File: src/logic/fe_params.svh
// width, reset pc and memory depth macros for the fetch front end, included by rtl and testbench
`ifndef FE_PARAMS_SVH
`define FE_PARAMS_SVH

// program counter width
`define FE_PC_WD 64

// one rv64 instruction, no compressed forms
`define FE_INST_WD 32

// memory doubleword, two instructions per word
`define FE_MEM_DATA_WD 64

// log2 of depth in doublewords, 1024 x 8 bytes = 8 KiB
`define FE_MEM_AW 10

// first fetched pc
`define FE_PC_RESET 64'h0000_0000_8000_0000

// wishbone doubleword index width, same as the memory index
`define FE_WB_AW `FE_MEM_AW

`endif

File: src/logic/fe_pkg.sv
// shared types for the fetch front end, referenced by scoped name from rtl and testbench
`include "fe_params.svh"

package fe_pkg;

  // program counter
  typedef logic [`FE_PC_WD-1:0] pc_t;

  // single instruction word
  typedef logic [`FE_INST_WD-1:0] inst_t;

  // one memory doubleword
  typedef logic [`FE_MEM_DATA_WD-1:0] mem_word_t;

  // doubleword index into the instruction memory
  typedef logic [`FE_MEM_AW-1:0] mem_addr_t;

  // redirect from decode back to fetch
  // taken only when the jal leaves decode
  typedef struct packed {
    logic taken;
    pc_t  target;
  } br_bus_t;

endpackage

File: src/logic/fe_stage_if.sv
// fetch to decode stage link, one instance in the top level between the two stages
`timescale 1ns/1ns

interface fe_stage_if;

  // fetch side payload and valid
  logic          valid;
  fe_pkg::inst_t inst;
  fe_pkg::pc_t   pc;

  // decode can take a new instruction this cycle
  logic          allowin;

  // fetch drives payload, sees allowin
  modport fs (
    output valid,
    output inst,
    output pc,
    input  allowin
  );

  // decode consumes payload, drives allowin
  modport ds (
    input  valid,
    input  inst,
    input  pc,
    output allowin
  );

endinterface

File: src/logic/fe_if_stage.sv
// fetch stage, generates the pc, reads memory one cycle ahead and hands instructions to decode
`timescale 1ns/1ns
`include "fe_params.svh"

module fe_if_stage (
  input  logic              i_clk,
  input  logic              i_rst,
  // redirect from decode
  input  fe_pkg::br_bus_t   i_br_bus,
  // link to decode
  fe_stage_if.fs            to_ds,
  // memory read port
  output logic              o_rd_en,
  output fe_pkg::mem_addr_t o_rd_addr,
  input  fe_pkg::mem_word_t i_rd_data
);

  // pre-fetch request, always on once reset is released
  logic to_fs_valid;
  assign to_fs_valid = ~i_rst;

  // redirect fields
  logic        br_taken;
  fe_pkg::pc_t br_target;
  assign br_taken  = i_br_bus.taken;
  assign br_target = i_br_bus.target;

  // stage state
  logic        fs_valid;
  fe_pkg::pc_t fs_pc;
  logic        fs_allowin;

  // empty, or the held instruction moves on to decode
  assign fs_allowin = !fs_valid || to_ds.allowin;

  // load the next pc on a normal advance or on a redirect
  // a redirect overwrites whatever sits here, which drops the wrong-path fetch
  logic fs_load;
  assign fs_load = to_fs_valid && (fs_allowin || br_taken);

  // next pc select
  fe_pkg::pc_t seq_pc;
  fe_pkg::pc_t next_pc;
  assign seq_pc  = fs_pc + 64'd4;
  assign next_pc = br_taken ? br_target : seq_pc;

  // valid bit
  always_ff @(posedge i_clk) begin
    if (i_rst) begin
      fs_valid <= 1'b0;
    end else if (fs_load) begin
      fs_valid <= to_fs_valid;
    end
  end

  // pc register
  // sits one word before the start so the first seq pc is the reset pc
  always_ff @(posedge i_clk) begin
    if (i_rst) begin
      fs_pc <= `FE_PC_RESET - 64'd4;
    end else if (fs_load) begin
      fs_pc <= next_pc;
    end
  end

  // memory index, offset from the image base in doublewords
  fe_pkg::pc_t mem_offset;
  assign mem_offset = next_pc - `FE_PC_RESET;

  // read issued together with the pc load, so data and pc line up next cycle
  assign o_rd_en   = fs_load;
  assign o_rd_addr = mem_offset[`FE_MEM_AW+2:3];

  // half select
  // pc[2] clear takes the upper word, set takes the lower word
  fe_pkg::inst_t fs_inst;
  assign fs_inst = fs_pc[2] ? i_rd_data[31:0] : i_rd_data[63:32];

  // outputs to decode
  assign to_ds.valid = fs_valid;
  assign to_ds.inst  = fs_inst;
  assign to_ds.pc    = fs_pc;

endmodule

File: src/flat_wrapper.sv
// flat-port wrapper written by rule: the top's interface ports become plain ports
module fe_if_stage_flat 
  (i_clk, i_rst, i_br_bus, o_rd_en, o_rd_addr, i_rd_data, to_ds_valid, to_ds_inst, to_ds_pc, to_ds_allowin);
  fe_stage_if to_ds_i ();
  input  logic i_clk;
  input  logic i_rst;
  input  fe_pkg::br_bus_t i_br_bus;
  output logic o_rd_en;
  output fe_pkg::mem_addr_t o_rd_addr;
  input  fe_pkg::mem_word_t i_rd_data;
  output wire logic [$bits(to_ds_i.valid)-1:0] to_ds_valid;
  output wire logic [$bits(to_ds_i.inst)-1:0] to_ds_inst;
  output wire logic [$bits(to_ds_i.pc)-1:0] to_ds_pc;
  input wire logic [$bits(to_ds_i.allowin)-1:0] to_ds_allowin;
  assign to_ds_valid = to_ds_i.valid;
  assign to_ds_inst = to_ds_i.inst;
  assign to_ds_pc = to_ds_i.pc;
  assign to_ds_i.allowin = to_ds_allowin;
  fe_if_stage u_core (.i_clk(i_clk), .i_rst(i_rst), .i_br_bus(i_br_bus), .to_ds(to_ds_i), .o_rd_en(o_rd_en), .o_rd_addr(o_rd_addr), .i_rd_data(i_rd_data));
endmodule
File: config.mk
export PLATFORM = sky130hd
export DESIGN_NAME = fe_if_stage_flat
export DESIGN_NICKNAME = d
export VERILOG_FILES = /design/src/logic/fe_pkg.sv /design/src/logic/fe_stage_if.sv /design/src/logic/fe_if_stage.sv /design/src/flat_wrapper.sv
export VERILOG_INCLUDE_DIRS = /design/src /design/src/logic
export SDC_FILE = /design/constraint.sdc
export NUM_CORES = 1
export LEC_CHECK = 0
export ABC_AREA = 1
export BUFFER_PORTS_ARGS = -buffer_cell sky130_fd_sc_hd__buf_2
export CAP_MARGIN = 20
export CORE_MARGIN = 2
export CORE_UTILIZATION = 50
export DETAILED_ROUTE_END_ITERATION = 10
export GPL_TIMING_DRIVEN = 0
export PLACE_DENSITY = 0.91
export SLEW_MARGIN = 20
export SYNTH_ARGS = -nofsm -noshare
export SYNTH_HDL_FRONTEND = slang
export SYNTH_SLANG_ARGS = --single-unit
File: constraint.sdc
create_clock -name i_clk -period 4.45 [get_ports i_clk]
set_input_delay 0.89 -clock i_clk [delete_from_list [all_inputs] [get_ports i_clk]]
set_output_delay 0.89 -clock i_clk [all_outputs]
set_load 0.01 [all_outputs]
==> reports/metrics.yaml, run 1 <==
final_layout:
  syn_to_final_growth_pct: 29.1
  layout_common_cells: "nand2_1 (406), buf_2 (248), nor2_1 (222)"
  multi_input_area_sq_mm: 0.00351
  fillers: 1048
  layout-drive-gt1-share: 0.241
  regArea_sq_mm: 0.00130
  layout.cells.non_filler: 1398
  final_common_cell: "nand2_1"
  final_core_util: 0.666
  finalNetCount: 1388
route:
  viasPerCell: 5.21
  ant_nets: 0
  wirelength_microns: 21400
  drtIter0Drc: 615
  drc: 0
  drt_pass1_iterations: 7
  wire_per_inst_microns: 15.3
  vias: 7288
timing:
  post-route-min-period_ns: 3.18
  slew_headroom: 0.566
  clock.fmax_mhz: 314
  fin_crit_sh: 0.715
  setup_tns_ns: 0
  grt_setup_unrepaired: "no"
  worstMarginPinSlew_ns: 0.651
  slew_viol_final: 0
  hold_slack_ns: 0.512
  fin_skew_ns: 0.0173
  setup_viol: 0
  hold_violations: 0
synth:
  ys_seq_area_frac: 0.243
  synth_cell_types: 33
  synth_largest_area_cell: "nand2_1"
  synth_seq_cells: 65
  syn_avg_cell_area_sq_um: 5.32
  synthesis.nets: 1140
  netlist_area_sq_mm: 0.00535
  synthCells: 1007
  yosys_warnings: 0
  synth_area_leaders: "nand2_1 (28%), dfxtp_1 (24%), nor2_1 (16%)"
  synth_top_area_frac: 0.285
run_status:
  outcome: "finished clean"
clocking:
  cts_setup_buffers: 0
  htree_levels: 3
  clock_sink_count: 65
  cts-resized-gates: 0
  cts_tree: "built"
  clk_pin_slew_ns: 0.07
  cts_made_buffers: 9
  cts_buffer_depth: 2
  postCtsHoldBufs: 0
  cts-root-buf: "clkbuf_8"
  clock_latency_ns: 0.36
power_and_ir_drop:
  p_total_uw: 1860
  ir_drop_mv: 0.172
  power_density_mw_per_mm2: 270
  cellLeakagePower_uw: 0.00368
job:
  drv_cap: 0
worst_setup_path:
  crit_path_end_kind: "output port"
  ff2ff_setup_slack_ns: 2.32
  crit_end: "o_rd_en"
  criticalPathCategory: "in2out"
  start_kind: "primary input"
  cp.arrival_ns: 2.29
  crit_fanout: 10
  r2r_end: "u_core.to_ds.pc[54]"
  critical_path.startpoint: "i_br_bus[64]"
  worstReg2RegStart: "u_core.to_ds.pc[3]"
  cp.required_ns: 3.56
  reg2regPathDepth: 10
global_routing:
  grt_max_degree: 12
  grt.total_usage: 0.369
  grt_first_pass_wirelength_microns: 33000
  grt_pass1_vias: 6569
  antenna_found_initial: 2
  grt_overflow_total: 0
floorplanning:
  rows: 37
  ios: 240
  die_w_microns: 107
  die_h_microns: 107
  die_area_sq_mm: 0.0115
  core_sq_mm: 0.0104
  start_util: 0.516
placement:
  place_inst: 1380
  place_congestion: 0.998
  detailed_place_hpwl_microns: 17100
  io_buffers: 237
hold_path:
  hold_path.class: "reg2reg"
  min_path_cells: 2
[report_power, final]
part	leakage [uW]	internal (uW)	switching, uW
combinational	0.00305	239	382
clock	0.0000953	273	259
sequential	0.000541	632	80.4
total	0.00368	1140	721
[logic make-up after synthesis]
group           Yosys count  share of synthesized area
simple gates            723                      0.544
compound gates           77                     0.0760
fa+ha+maj                 1                    0.00234
flops                    65                      0.243
xor+xnor                 20                     0.0327
buf+inv                 121                      0.101
[state kept, by name, indices dropped and copies added (netlist names)]
signal	count
u_core.to_ds.valid	1
u_core.to_ds.pc	64
[Yosys cell counts]
cell	number
nand2_1	406
o21a_1	2
nor3_4	1
o31ai_1	1
nor2_2	7
inv_1	74
nor3_1	1
clkbuf_1	7
nor2_1	222
inv_2	4
o21bai_1	1
buf_2	11
and2_0	1
nand2_2	7
buf_4	12
a32oi_1	1
o22ai_1	1
dfxtp_1	65
a31oi_1	2
nand3b_1	2
nand4_1	11
o21ai_0	22
buf_6	4
or2_2	1
nor2_4	5
o21ai_1	7
xor2_1	15
o22a_1	1
xnor2_1	5
ha_1	1
buf_1	9
nand3_1	59
a21oi_1	39
[layout make-up]
class	count	area share
antenna	2	0.000724
buffer	43	0.0362
clock buffer	11	0.0205
clock inverter	5	0.00797
inverter	78	0.0424
multi-input combinational	821	0.508
sequential	65	0.188
tap	136	0.0246
timing repair buffer	237	0.172
[through the flow]
step	cell area (sq um)	worst slack [ns]
final	6910	1.27
after CTS	6910	1.29
after detailed placement	6710	1.30
after global routing	6910	1.19
after global placement	6710	1.31
after floorplan	5350	1.81
[per-layer routing]
| layer | share of wire | wire length (microns) | global-route usage |
|---|---|---|---|
| met1 | 0.38 | 8150 | 0.443 |
| met2 | 0.47 | 10000 | 0.627 |
| met3 | 0.10 | 2140 | 0.0732 |
| met4 | 0.053 | 1130 | 0.181 |
| met5 | 0 | 0 | 0 |
[worst min-delay path by stage]
stage | from | to | slack (ns)
final | u_core.to_ds.pc[57] | u_core.to_ds.pc[57] | 0.51
after floorplan | u_core.to_ds.pc[63] | u_core.to_ds.pc[63] | 0.50
after CTS | u_core.to_ds.pc[62] | u_core.to_ds.pc[62] | 0.50
after global routing | u_core.to_ds.pc[62] | u_core.to_ds.pc[62] | 0.52
after detailed placement | u_core.to_ds.pc[62] | u_core.to_ds.pc[62] | 0.49
after global placement | u_core.to_ds.pc[63] | u_core.to_ds.pc[63] | 0.48
[critical path, cell delays in order]
cell	delay, ns
buf_2	0.19
nor3_4	0.37
inv_2	0.09
nand2_2	0.23
buf_4	0.22
inv_1	0.13
buf_2	0.17
(Power assumes the default switching activity.)
==> run 2: changes to the inputs <==
--- a/config.mk
+++ b/config.mk
@@ -10,10 +10,10 @@
 export BUFFER_PORTS_ARGS = -buffer_cell sky130_fd_sc_hd__buf_2
 export CAP_MARGIN = 20
 export CORE_MARGIN = 2
-export CORE_UTILIZATION = 50
+export CORE_UTILIZATION = 49
 export DETAILED_ROUTE_END_ITERATION = 10
 export GPL_TIMING_DRIVEN = 0
-export PLACE_DENSITY = 0.91
+export PLACE_DENSITY = 0.9
 export SLEW_MARGIN = 20
 export SYNTH_ARGS = -nofsm -noshare
 export SYNTH_HDL_FRONTEND = slang
==> constraint.sdc (replaced) <==
create_clock -name i_clk -period 3.1 [get_ports i_clk]
set_input_delay 0.62 -clock i_clk [delete_from_list [all_inputs] [get_ports i_clk]]
set_output_delay 0.62 -clock i_clk [all_outputs]
set_load 0.01 [all_outputs]
==> run 2 against run 1 <==
Global-route usage decreased by 1.4 points. Final cell count increased by 0.14%. Clock-buffer cell count decreased by 2. Non-clock buffer count unchanged. Clock skew decreased by 0.0030 ns. Die area increased by 2.0%. Worst hold slack got worse by 0.045 ns. Clock power increased by 59%.
==> reports/metrics.yaml, run 2 (same netlist as run 1, synthesis figures left out) <==
run_status:
  outcome: "finished clean"
clocking:
  cts_buffer_depth: 2  # unchanged
  postCtsHoldBufs: 0  # unchanged
  cts_made_buffers: 9  # unchanged
  cts_tree: "built"
  clock_sink_count: 65  # unchanged
  cts_setup_buffers: 0  # unchanged
  clock_latency_ns: 0.37  # about the same
  cts-root-buf: "clkbuf_8"
  htree_levels: 3  # unchanged
  cts-resized-gates: 0  # unchanged
  clk_pin_slew_ns: 0.09  # +0.02 ns
power_and_ir_drop:
  power_density_mw_per_mm2: 397  # +47%
  cellLeakagePower_uw: 0.00369  # +0.18%
  ir_drop_mv: 0.255  # +48%
  p_total_uw: 2760  # +48%
route:
  drc: 0  # unchanged
  wire_per_inst_microns: 15.2  # -0.67%
  wirelength_microns: 21300  # -0.53%
  viasPerCell: 5.23  # +0.25%
  drtIter0Drc: 571  # -7.2%
  vias: 7317  # +0.40%
  ant_nets: 0  # unchanged
  drt_pass1_iterations: 5  # -2
final_layout:
  final_common_cell: "nand2_1"
  finalNetCount: 1388  # unchanged
  largest_reg_flops: 64  # unchanged
  final_core_util: 0.645  # -0.0212
  layout-drive-gt1-share: 0.241  # about the same
  syn_to_final_growth_pct: 29.5
  layout_common_cells: "nand2_1 (406), buf_2 (248), nor2_1 (222)"
  finalInstanceArea_sq_mm: 0.00693  # +0.33%
floorplanning:
  die_w_microns: 109  # +0.98%
  die_area_sq_mm: 0.0118  # +2.0%
  core_sq_mm: 0.0107  # +3.6%
  die_h_microns: 109  # +0.98%
  ios: 240  # unchanged
  start_util: 0.498  # -0.0180
  rows: 38  # +2.7%
global_routing:
  grt.total_usage: 0.355  # -0.0141
  grt_use_met2: 0.627  # -0.000701
  grt_overflow_total: 0  # unchanged
  antenna_found_initial: 1  # -1
  grt_first_pass_wirelength_microns: 31800  # -3.4%
  met1_usage: 0.401  # -0.0418
  grt_max_degree: 13  # +1
  grt_pass1_vias: 6537  # -0.49%
  use_met3: 0.0790  # +0.00572
  top_usage_layer: "met2"
timing:
  fin_skew_ns: 0.0143  # -0.00296 ns
  hold_violations: 0  # unchanged
  setup_tns_ns: 0  # unchanged
  worstMarginPinSlew_ns: 0.617  # -0.0345 ns
  clock.fmax_mhz: 357
  slew_viol_final: 0  # unchanged
  grt_setup_unrepaired: "no"
  slew_headroom: 0.589  # +0.0230
  setup_viol: 0  # unchanged
  fin_crit_sh: 0.903
  post-route-min-period_ns: 2.80
placement:
  place_congestion: 0.990  # -0.79%
  detailed_place_hpwl_microns: 17100  # -0.13%
  io_buffers: 237  # unchanged
  place_area_sq_mm: 0.00671  # about the same
worst_setup_path:
  start_kind: "flip-flop"
  crit_fanout: 6  # -4
  crit_path_end_kind: "output port"
  ff2ff_setup_slack_ns: 0.99  # -1.33 ns
  cp.required_ns: 2.48  # -1.08 ns
  cp.arrival_ns: 2.18  # -0.11 ns
  criticalPathCategory: "reg2out"
hold_path:
  hold_path.class: "in2reg"
job:
  drv_cap: 0  # unchanged
## run 2: final timing paths
kind	end	start	cells past startpoint
max	o_rd_addr[7]	u_core.to_ds.pc[3]	9
min	u_core.to_ds.pc[1]	i_br_bus[1]	3
max reg2reg	u_core.to_ds.pc[58]	u_core.to_ds.pc[3]	12
min reg2reg	u_core.to_ds.pc[63]	u_core.to_ds.pc[63]	2
## run 2: per-stage QoR
| step | cells | setup WS, ns | hold WS, ns |
|---|---|---|---|
| floorplan | 1007 | 1.00 | 0.497 |
| global placement | 1384 | 0.497 | 0.478 |
| detailed placement | 1384 | 0.488 | 0.491 |
| CTS | 1399 | 0.341 | 0.469 |
| global route | 1400 | 0.124 | 0.490 |
| finish | 1400 | 0.300 | 0.467 |
## run 2: critical path, stage by stage (launching register included)
cell and delay, ns:
dfxtp_1 0.41, ha_1 0.33, nand2_1 0.13, nor2_2 0.22, nand2_2 0.12, inv_1 0.08, nand2_1 0.05, a31oi_1 0.18
buf_4 0.16, buf_2 0.12
## run 2: layout make-up
class,count,area [sq um]
Antenna cell,1,2.50
Buffer,43,250
Clock buffer,9,124
Clock inverter,6,92.6
Fill cell,1091,3810
Inverter,78,293
Multi-Input combinational cell,821,3510
Sequential cell,65,1300
Tap cell,140,175
Timing Repair Buffer,237,1190
## run 2: layer usage
layer,wire (microns),vias to the layer above
met5,0,-
met4,792,0
met3,2200,53
met2,10300,408
met1,7990,3263
li1,-,3593
## run 2: power by group
part	internal (uW)	leakage, uW	switching (uW)
registers	907	0.000541	116
clock network	453	0.000102	392
logic	344	0.00305	544
