[src/logic/fe_params.svh]
// width, reset pc and memory depth macros for the fetch front end, included by rtl and testbench
`ifndef FE_PARAMS_SVH
`define FE_PARAMS_SVH

// program counter width
`define FE_PC_WD 64

// one rv64 instruction, no compressed forms
`define FE_INST_WD 32

// memory doubleword, two instructions per word
`define FE_MEM_DATA_WD 64

// log2 of depth in doublewords, 1024 x 8 bytes = 8 KiB
`define FE_MEM_AW 10

// first fetched pc
`define FE_PC_RESET 64'h0000_0000_8000_0000

// wishbone doubleword index width, same as the memory index
`define FE_WB_AW `FE_MEM_AW

`endif

[src/logic/fe_pkg.sv]
// shared types for the fetch front end, referenced by scoped name from rtl and testbench
`include "fe_params.svh"

package fe_pkg;

  // program counter
  typedef logic [`FE_PC_WD-1:0] pc_t;

  // single instruction word
  typedef logic [`FE_INST_WD-1:0] inst_t;

  // one memory doubleword
  typedef logic [`FE_MEM_DATA_WD-1:0] mem_word_t;

  // doubleword index into the instruction memory
  typedef logic [`FE_MEM_AW-1:0] mem_addr_t;

  // redirect from decode back to fetch
  // taken only when the jal leaves decode
  typedef struct packed {
    logic taken;
    pc_t  target;
  } br_bus_t;

endpackage

[src/logic/fe_stage_if.sv]
// fetch to decode stage link, one instance in the top level between the two stages
`timescale 1ns/1ns

interface fe_stage_if;

  // fetch side payload and valid
  logic          valid;
  fe_pkg::inst_t inst;
  fe_pkg::pc_t   pc;

  // decode can take a new instruction this cycle
  logic          allowin;

  // fetch drives payload, sees allowin
  modport fs (
    output valid,
    output inst,
    output pc,
    input  allowin
  );

  // decode consumes payload, drives allowin
  modport ds (
    input  valid,
    input  inst,
    input  pc,
    output allowin
  );

endinterface

[src/logic/fe_id_stage.sv]
// decode stage, finds jal, sends the redirect to fetch and presents instructions on the output
`timescale 1ns/1ns
`include "fe_params.svh"

module fe_id_stage (
  input  logic            i_clk,
  input  logic            i_rst,
  // link from fetch
  fe_stage_if.ds          from_fs,
  // redirect to fetch
  output fe_pkg::br_bus_t o_br_bus,
  // output handshake
  output logic            o_out_valid,
  output fe_pkg::pc_t     o_out_pc,
  output fe_pkg::inst_t   o_out_inst,
  output logic            o_out_jump,
  input  logic            i_out_ready
);

  // jal major opcode
  localparam logic [6:0] OP_JAL = 7'b1101111;

  // stage state
  logic          ds_valid;
  fe_pkg::pc_t   ds_pc;
  fe_pkg::inst_t ds_inst;

  // output side handshake
  logic out_fire;
  assign out_fire = ds_valid && i_out_ready;

  // opcode check
  logic is_jal;
  assign is_jal = (ds_inst[6:0] == OP_JAL);

  // j-type immediate
  // imm[20|10:1|11|19:12] lives in inst[31:12], bit 0 is always zero
  fe_pkg::pc_t j_imm;
  assign j_imm = {{(`FE_PC_WD-20){ds_inst[31]}},
                  ds_inst[19:12],
                  ds_inst[20],
                  ds_inst[30:21],
                  1'b0};

  // jump target
  fe_pkg::pc_t jal_target;
  assign jal_target = ds_pc + j_imm;

  // redirect fires only as the jal leaves
  // a stalled jal keeps fetch waiting, no early redirect
  logic br_taken;
  assign br_taken = out_fire && is_jal;

  assign o_br_bus.taken  = br_taken;
  assign o_br_bus.target = jal_target;

  // take a new instruction when empty or when the current one leaves
  // refuse it when a jump leaves, fetch holds the wrong path then
  logic ds_allowin;
  assign ds_allowin      = (!ds_valid || out_fire) && !br_taken;
  assign from_fs.allowin = ds_allowin;

  // valid bit
  always_ff @(posedge i_clk) begin
    if (i_rst) begin
      ds_valid <= 1'b0;
    end else if (ds_allowin) begin
      ds_valid <= from_fs.valid;
    end else if (br_taken) begin
      // jal gone, stage empty for the bubble cycle
      ds_valid <= 1'b0;
    end
  end

  // payload capture
  always_ff @(posedge i_clk) begin
    if (from_fs.valid && ds_allowin) begin
      ds_pc   <= from_fs.pc;
      ds_inst <= from_fs.inst;
    end
  end

  // output port, held steady by the stage registers while stalled
  assign o_out_valid = ds_valid;
  assign o_out_pc    = ds_pc;
  assign o_out_inst  = ds_inst;

  // jump flag rides along with the instruction
  assign o_out_jump  = is_jal;

endmodule

[src/flat_wrapper.sv]
// flat-port wrapper written by rule: the top's interface ports become plain ports
module fe_id_stage_flat 
  (i_clk, i_rst, o_br_bus, o_out_valid, o_out_pc, o_out_inst, o_out_jump, i_out_ready, from_fs_valid, from_fs_inst, from_fs_pc, from_fs_allowin);
  fe_stage_if from_fs_i ();
  input  logic i_clk;
  input  logic i_rst;
  output fe_pkg::br_bus_t o_br_bus;
  output logic o_out_valid;
  output fe_pkg::pc_t o_out_pc;
  output fe_pkg::inst_t o_out_inst;
  output logic o_out_jump;
  input  logic i_out_ready;
  input wire logic [$bits(from_fs_i.valid)-1:0] from_fs_valid;
  input wire logic [$bits(from_fs_i.inst)-1:0] from_fs_inst;
  input wire logic [$bits(from_fs_i.pc)-1:0] from_fs_pc;
  output wire logic [$bits(from_fs_i.allowin)-1:0] from_fs_allowin;
  assign from_fs_i.valid = from_fs_valid;
  assign from_fs_i.inst = from_fs_inst;
  assign from_fs_i.pc = from_fs_pc;
  assign from_fs_allowin = from_fs_i.allowin;
  fe_id_stage u_core (.i_clk(i_clk), .i_rst(i_rst), .from_fs(from_fs_i), .o_br_bus(o_br_bus), .o_out_valid(o_out_valid), .o_out_pc(o_out_pc), .o_out_inst(o_out_inst), .o_out_jump(o_out_jump), .i_out_ready(i_out_ready));
endmodule
[config.mk]
export PLATFORM = sky130hd
export DESIGN_NAME = fe_id_stage_flat
export DESIGN_NICKNAME = d
export VERILOG_FILES = /design/src/logic/fe_pkg.sv /design/src/logic/fe_stage_if.sv /design/src/logic/fe_id_stage.sv /design/src/flat_wrapper.sv
export VERILOG_INCLUDE_DIRS = /design/src /design/src/logic
export SDC_FILE = /design/constraint.sdc
export NUM_CORES = 1
export LEC_CHECK = 0
export ABC_AREA = 0
export BUFFER_PORTS_ARGS = -buffer_cell sky130_fd_sc_hd__buf_2
export CAP_MARGIN = 20
export CORE_MARGIN = 10
export CORE_UTILIZATION = 50
export CTS_CLUSTER_SIZE = 25
export DETAILED_ROUTE_END_ITERATION = 8
export HOLD_SLACK_MARGIN = 0.15
export PLACE_DENSITY_LB_ADDON = 0.2
export SETUP_SLACK_MARGIN = 0.2
export SLEW_MARGIN = 10
export SYNTH_ARGS = -nofsm -noshare
export SYNTH_HDL_FRONTEND = slang
export SYNTH_SLANG_ARGS = --single-unit
[constraint.sdc]
create_clock -name i_clk -period 4.7 [get_ports i_clk]
set_input_delay 0.47 -clock i_clk [delete_from_list [all_inputs] [get_ports i_clk]]
set_output_delay 0.47 -clock i_clk [all_outputs]
set_load 0.02 [all_outputs]
==> results.json, run 1 <==
{
  "path_clk_slew_ns": 0.07,
  "rsz0062_at_grt": "yes",
  "postRouteWirelength_mm": 21.8,
  "endpoint_kind": "output pin",
  "insertion_delay_ns": 0.36,
  "place.gp.congestion": 0.933,
  "max_freq_mhz": 235,
  "cp_max_fo": 6,
  "synth_nets": 834,
  "clkPwrFrac_pct": 27.1,
  "swShare_pct": 37.0,
  "startpoint_type": "flop",
  "root_buffer": "clkbuf_16",
  "synth-seq-area-share_pct": 42.8,
  "finalHoldViolCount": 0,
  "worst_pin_slew_ns": 0.885,
  "skew_ns": 0.00603,
  "cts_buffers": 9,
  "relSlewSlack_pct": 41.0,
  "area_growth_pct": 26.9,
  "synthArstFlopShare_pct": 0,
  "synth_warnings": 0,
  "via_per_inst": 5.76,
  "seqPwrFrac_pct": 34.8,
  "fp-row-count": 42,
  "synth_area_per_cell_sq_um": 10.1,
  "crit_arrival_ns": 3.79,
  "coreArea_sq_um": 13200,
  "antenna_found_initial": 1,
  "ir_worst_vdd_mv": 0.343,
  "period_needed_ns": 4.26,
  "io_buffers": 263,
  "cts_tree": "yes",
  "track_usage_pct": 22.6,
  "drive_gt1_share_pct": 32.3,
  "drc": 0,
  "die_x_microns": 136,
  "synth-seq-cells": 97,
  "io_pins": 264,
  "setup_violations": 0,
  "p_leak_nw": 3.79,
  "pwr_density_cell_nw_per_um2": 349,
  "grt_pass1_wl_mm": 33.3,
  "slew_violations": 0,
  "outcome": "complete, no violations",
  "dieArea_sq_um": 18600,
  "ctsHoldBuffers": 0,
  "cts_buffer_depth": 2,
  "wire_per_inst_microns": 19.7,
  "nets": 1088,
  "grt_pass1_vias": 6351,
  "hold_path_class": "input port to flop",
  "synth_cells": 671,
  "detail-route-antenna-nets": 0,
  "dp_hpwl_mm": 18.0,
  "combPwrFrac_pct": 38.1,
  "fin_hold_ws_ns": 0.268,
  "die_y_microns": 136,
  "min_period_over_period_pct": 90.6,
  "start_util_pct": 51.2,
  "worstPathRequired_ns": 4.23,
  "intPower_mw": 1.89,
  "crit_type": "flop to output pin",
  "netSwitchingPower_mw": 1.11,
  "syn_area_sq_um": 6780,
  "fillerInstances": 1159,
  "htreeDepth": 3,
  "grt_max_degree": 72,
  "cap_violations": 0,
  "vias": 6380,
  "pre_cts_slack_ns": 0.635,
  "grt_overflow_total": 0,
  "synthDistinctLibCells": 64,
  "synth_top_flop_cell": "edfxtp_1",
  "tns_ns": 0,
  "first_pass_iters": 5,
  "synth_edf_count": 96,
  "numClockSinks": 97,
  "worst_slack_ns": 0.442,
  "drtIter0Drc": 455,
  "final_util_pct": 64.9
}
==> layout make-up <==
| class | count | area, sq um | share of cell area, % |
|---|---|---|---|
| timing repair buffer | 267 | 1350 | 15.7 |
| clock buffer | 10 | 229 | 2.66 |
| sequential | 97 | 2900 | 33.8 |
| multi-input combinational | 532 | 3730 | 43.4 |
| inverter | 18 | 67.6 | 0.786 |
| tap | 176 | 220 | 2.56 |
| clock inverter | 6 | 97.6 | 1.13 |
| antenna | 1 | 2.50 | 0.0291 |
==> placed cells by master (no fill, tap or decap), types with 5 or more instances in the layout <==
master       n
buf_2      263
edfxtp_1    96
a21oi_1     75
ha_1        62
nand2_1     55
nor2_1      43
xnor2_1     36
o21ai_0     35
xor2_1      22
a21o_1      21
nand4_1     20
inv_1       18
nand3_1     16
o21bai_1    14
nor3_1      13
a31oi_1      9
clkbuf_16    9
o211ai_1     8
o21a_1       8
o21ai_1      7
a211oi_1     6
and2_1       6
nand2b_1     5
==> worst paths after layout <==
path	slack, ns	to	cells past startpoint	start
worst max-delay path	0.44	o_br_bus[57]	12	u_core.o_out_inst[21]
worst max register to register	2.28	u_core.o_out_pc[27]	5	u_core.o_out_inst[6]
worst min-delay path	0.27	u_core.o_out_valid	2	i_rst
worst min register to register	0.61	u_core.o_out_valid	2	u_core.o_out_valid
==> worst max-delay path: stages, from the launching register on <==
cell	delay, ns
edfxtp_1	0.40
ha_1	0.24
fa_1	0.44
a211o_1	0.33
a211oi_1	0.36
o22ai_1	0.24
nand2_1	0.14
o21a_2	0.21
o41ai_4	0.10
a221oi_4	0.44
o21a_1	0.22
xnor2_1	0.12
buf_2	0.19
==> stage by stage <==
step	power, mW	cell area, sq um	cells
floorplan	1.82	6780	671
global placement	2.19	8240	1089
detailed placement	2.20	8240	1089
CTS	3.02	8570	1105
global route	3.14	8600	1107
finish	3.01	8600	1107
==> power by group through the flow <==
stage          Clock [mW]  Sequential [mW]  Combinational (mW)
4_1_cts             0.830             1.05                1.14
6_report            0.815             1.05                1.15
3_5_place_dp            0             1.06                1.14
2_1_floorplan           0             1.13               0.696
5_1_grt             0.853             1.05                1.24
3_3_place_gp            0             1.06                1.13
==> Yosys cell counts (5+ instances only) <==
cell / n / area share, %
edfxtp_1: 96 / 43
a21oi_1: 75 / 5.5
ha_1: 62 / 11
nand2_1: 55 / 3.0
nor2_1: 43 / 2.4
xnor2_1: 36 / 4.7
o21ai_0: 35 / 2.6
clkbuf_1: 22 / 1.2
xor2_1: 22 / 2.8
a21o_1: 21 / 2.3
nand4_1: 20 / 1.8
inv_1: 18 / 1.0
nand3_1: 16 / 1.2
nor3_1: 14 / 1.0
o21bai_1: 14 / 1.6
a31oi_1: 9 / 0.83
o211ai_1: 8 / 0.89
o21a_1: 8 / 0.89
and2_1: 7 / 0.65
o21ai_1: 7 / 0.52
a211oi_1: 6 / 0.66
nand2b_1: 5 / 0.46
==> kinds of logic after synthesis <==
kind of cell / after synthesis / synth area share, %
AO/OA/AOI/OAI: 224 / 21.8
XOR/XNOR: 58 / 7.50
adder cells (fa/ha/maj): 63 / 11.7
buffers and inverters: 42 / 2.44
flip-flops: 97 / 42.8
multiplexers: 2 / 0.314
AND/OR/NAND/NOR: 185 / 13.4
==> flip-flops by register name (all words and copies together) (netlist names) <==
name,count
u_core.o_out_pc,64
u_core.o_out_inst,32
u_core.o_out_valid,1
==> routing by layer <==
metal	track usage, %	share of wire (%)	up-vias
met1	25.8	39	2969
met4	8.99	2.9	0
met2	37.0	47	289
met3	9.15	11	43
met5	0	0	-
li1	-	-	3079
==> repair_timing <==
item | 4_1_cts | 5_1_grt
endpoints found under the setup margin | 0 | 5
gates resized for setup | 0 | 5
setup buffers | 0 | 1
No activity file was read; power rests on OpenSTA's default activity.
==> run 2, diff against run 1 <==
- CORE_ASPECT_RATIO: default -> 0.6
==> results.json, run 2 (synthesized netlist as in run 1, its figures left out) <==
{
  "path_cells": "buf_6 -> ha_1 -> and4_1 -> nor4b_2 -> nand4_1 -> a31oi_1 -> nor3_1 -> o221ai_2 -> nand3_1 -> a31o_1 -> a211oi_1 -> buf_2",
  "reg2reg_depth": 5,
  "cp_slowest_cell": "ha_1",
  "min_period_over_period_pct": 91.7,
  "period_needed_ns": 4.31,
  "critPathTopFamily": "simple AND/OR/NAND/NOR gates",
  "grt_max_degree": 81,
  "cp_max_fo": 35,
  "slew_violations": 0,
  "worst_pin_slew_ns": 1.02,
  "wire_per_inst_microns": 20.5,
  "cts_tree": "yes",
  "outcome": "complete, no violations",
  "layout_commonest_cell": "buf_2",
  "cts_buffers": 9,
  "post_dp_cell_area_sq_um": 8230,
  "nets": 1088,
  "io_buffers": 263,
  "die_y_microns": 110,
  "crit_arrival_ns": 3.84,
  "worst_slack_ns": 0.391,
  "finalHoldViolCount": 0,
  "skew_ns": 0.0121,
  "finalInstanceArea_sq_um": 8600,
  "track_usage_pct": 23.0,
  "first_pass_iters": 5,
  "dp_hpwl_mm": 18.3,
  "cap_violations": 0,
  "postRouteWirelength_mm": 22.5,
  "coreArea_sq_um": 13100,
  "fp-row-count": 32,
  "path_clk_slew_ns": 0.09,
  "slowest_delay_ns": 0.50,
  "drive_gt1_share_pct": 32.7,
  "p_leak_nw": 3.78,
  "via_per_inst": 5.90,
  "holdPathStages": 2,
  "stdcell_count": 1100,
  "relSlewSlack_pct": 32.2,
  "startpoint_type": "flop",
  "endpoint_kind": "output pin",
  "setup_violations": 0,
  "vias": 6487,
  "hold_path_class": "input port to flop",
  "fin_hold_ws_ns": 0.263,
  "fillerInstances": 1067,
  "max_freq_mhz": 232,
  "place.gp.congestion": 0.969,
  "area_growth_pct": 26.9,
  "root_buffer": "clkbuf_16",
  "drc": 0,
  "antenna_found_initial": 0,
  "tns_ns": 0,
  "detail-route-antenna-nets": 0,
  "grt_pass1_wl_mm": 34.3,
  "dieArea_sq_um": 18800,
  "ir_worst_vdd_mv": 0.215,
  "ctsHoldBuffers": 0,
  "crit_cells": 12,
  "multi_input_area_sq_um": 3750,
  "grt_pass1_vias": 6226,
  "grt_overflow_total": 0,
  "pwr_density_cell_nw_per_um2": 348,
  "htreeDepth": 3,
  "final_cell_mix": "263 x buf_2, 96 x edfxtp_1, 75 x a21oi_1, 62 x ha_1, 55 x nand2_1",
  "io_pins": 264,
  "crit_type": "flop to output pin",
  "drtIter0Drc": 626,
  "largest_reg_flops": 64,
  "regArea_sq_um": 2900,
  "antennaDiodeCount": 0,
  "rsz0062_at_grt": "yes",
  "place_inst": 1083,
  "worstPathBufferInverterCount": 2,
  "die_x_microns": 170,
  "pre_cts_slack_ns": 0.526,
  "insertion_delay_ns": 0.35,
  "numClockSinks": 97,
  "start_util_pct": 51.9,
  "cts_buffer_depth": 2,
  "worstPathRequired_ns": 4.23
}
run 2: cell count changes in the layout (fill, tap and decap cells not counted), sizes merged:
cell	previous run	this run
diode	1	0
clkbuf	10	9
clkinv	1	3
inv	21	22
bufinv	2	0
run 2: timing repair:
action / CTS / global route
resized for setup: 2 / 6
hold endpoints to repair: 0 / 0
setup endpoints to repair: 3 / 11
buffers inserted: 0 / 1
pin swaps: 0 / 1
run 2: report_power, final:
group          internal (mW)  switching [mW]
registers               1.01          0.0304
logic                  0.407           0.761
clock network          0.390           0.391
run 2: per-stage QoR:
step | utilization [%] | power (mW)
final | 65.9 | 2.99
after CTS | 65.6 | 2.99
after global routing | 65.9 | 3.14
after global placement | 63.1 | 2.19
after detailed placement | 63.1 | 2.20
after floorplan | - | 1.82
run 2: worst register-to-register path, stage by stage (launching register included):
cell	delay, ns
edfxtp_1	0.41
nand4b_1	0.11
nor2_1	0.08
o21ai_0	0.26
and2_4	0.87
buf_4	0.43
run 2: area by class of cell:
type	count	share of cell area, %
repair buffers	267	15.7
flip-flops and latches	97	33.8
well taps	170	2.47
multi-input cells	532	43.6
clock buffers	9	2.62
clock inverters	7	1.12
inverters	18	0.786
run 2: worst paths after layout:
path                                             from             endpoint  slack [ns]
worst min-delay path                            i_rst   u_core.o_out_valid        0.26
worst min register to register     u_core.o_out_valid   u_core.o_out_valid        0.61
worst max-delay path            u_core.o_out_inst[31]         o_br_bus[62]        0.39
worst max register to register   u_core.o_out_inst[5]  u_core.o_out_pc[43]        2.22
run 2: routing by layer:
layer | track usage, % | up-vias | routed length, microns
li1 | - | 3081 | -
met1 | 30.5 | 3012 | 9650
met2 | 35.1 | 369 | 9720
met3 | 9.30 | 25 | 2850
met4 | 4.49 | 0 | 295
met5 | 0 | - | 0
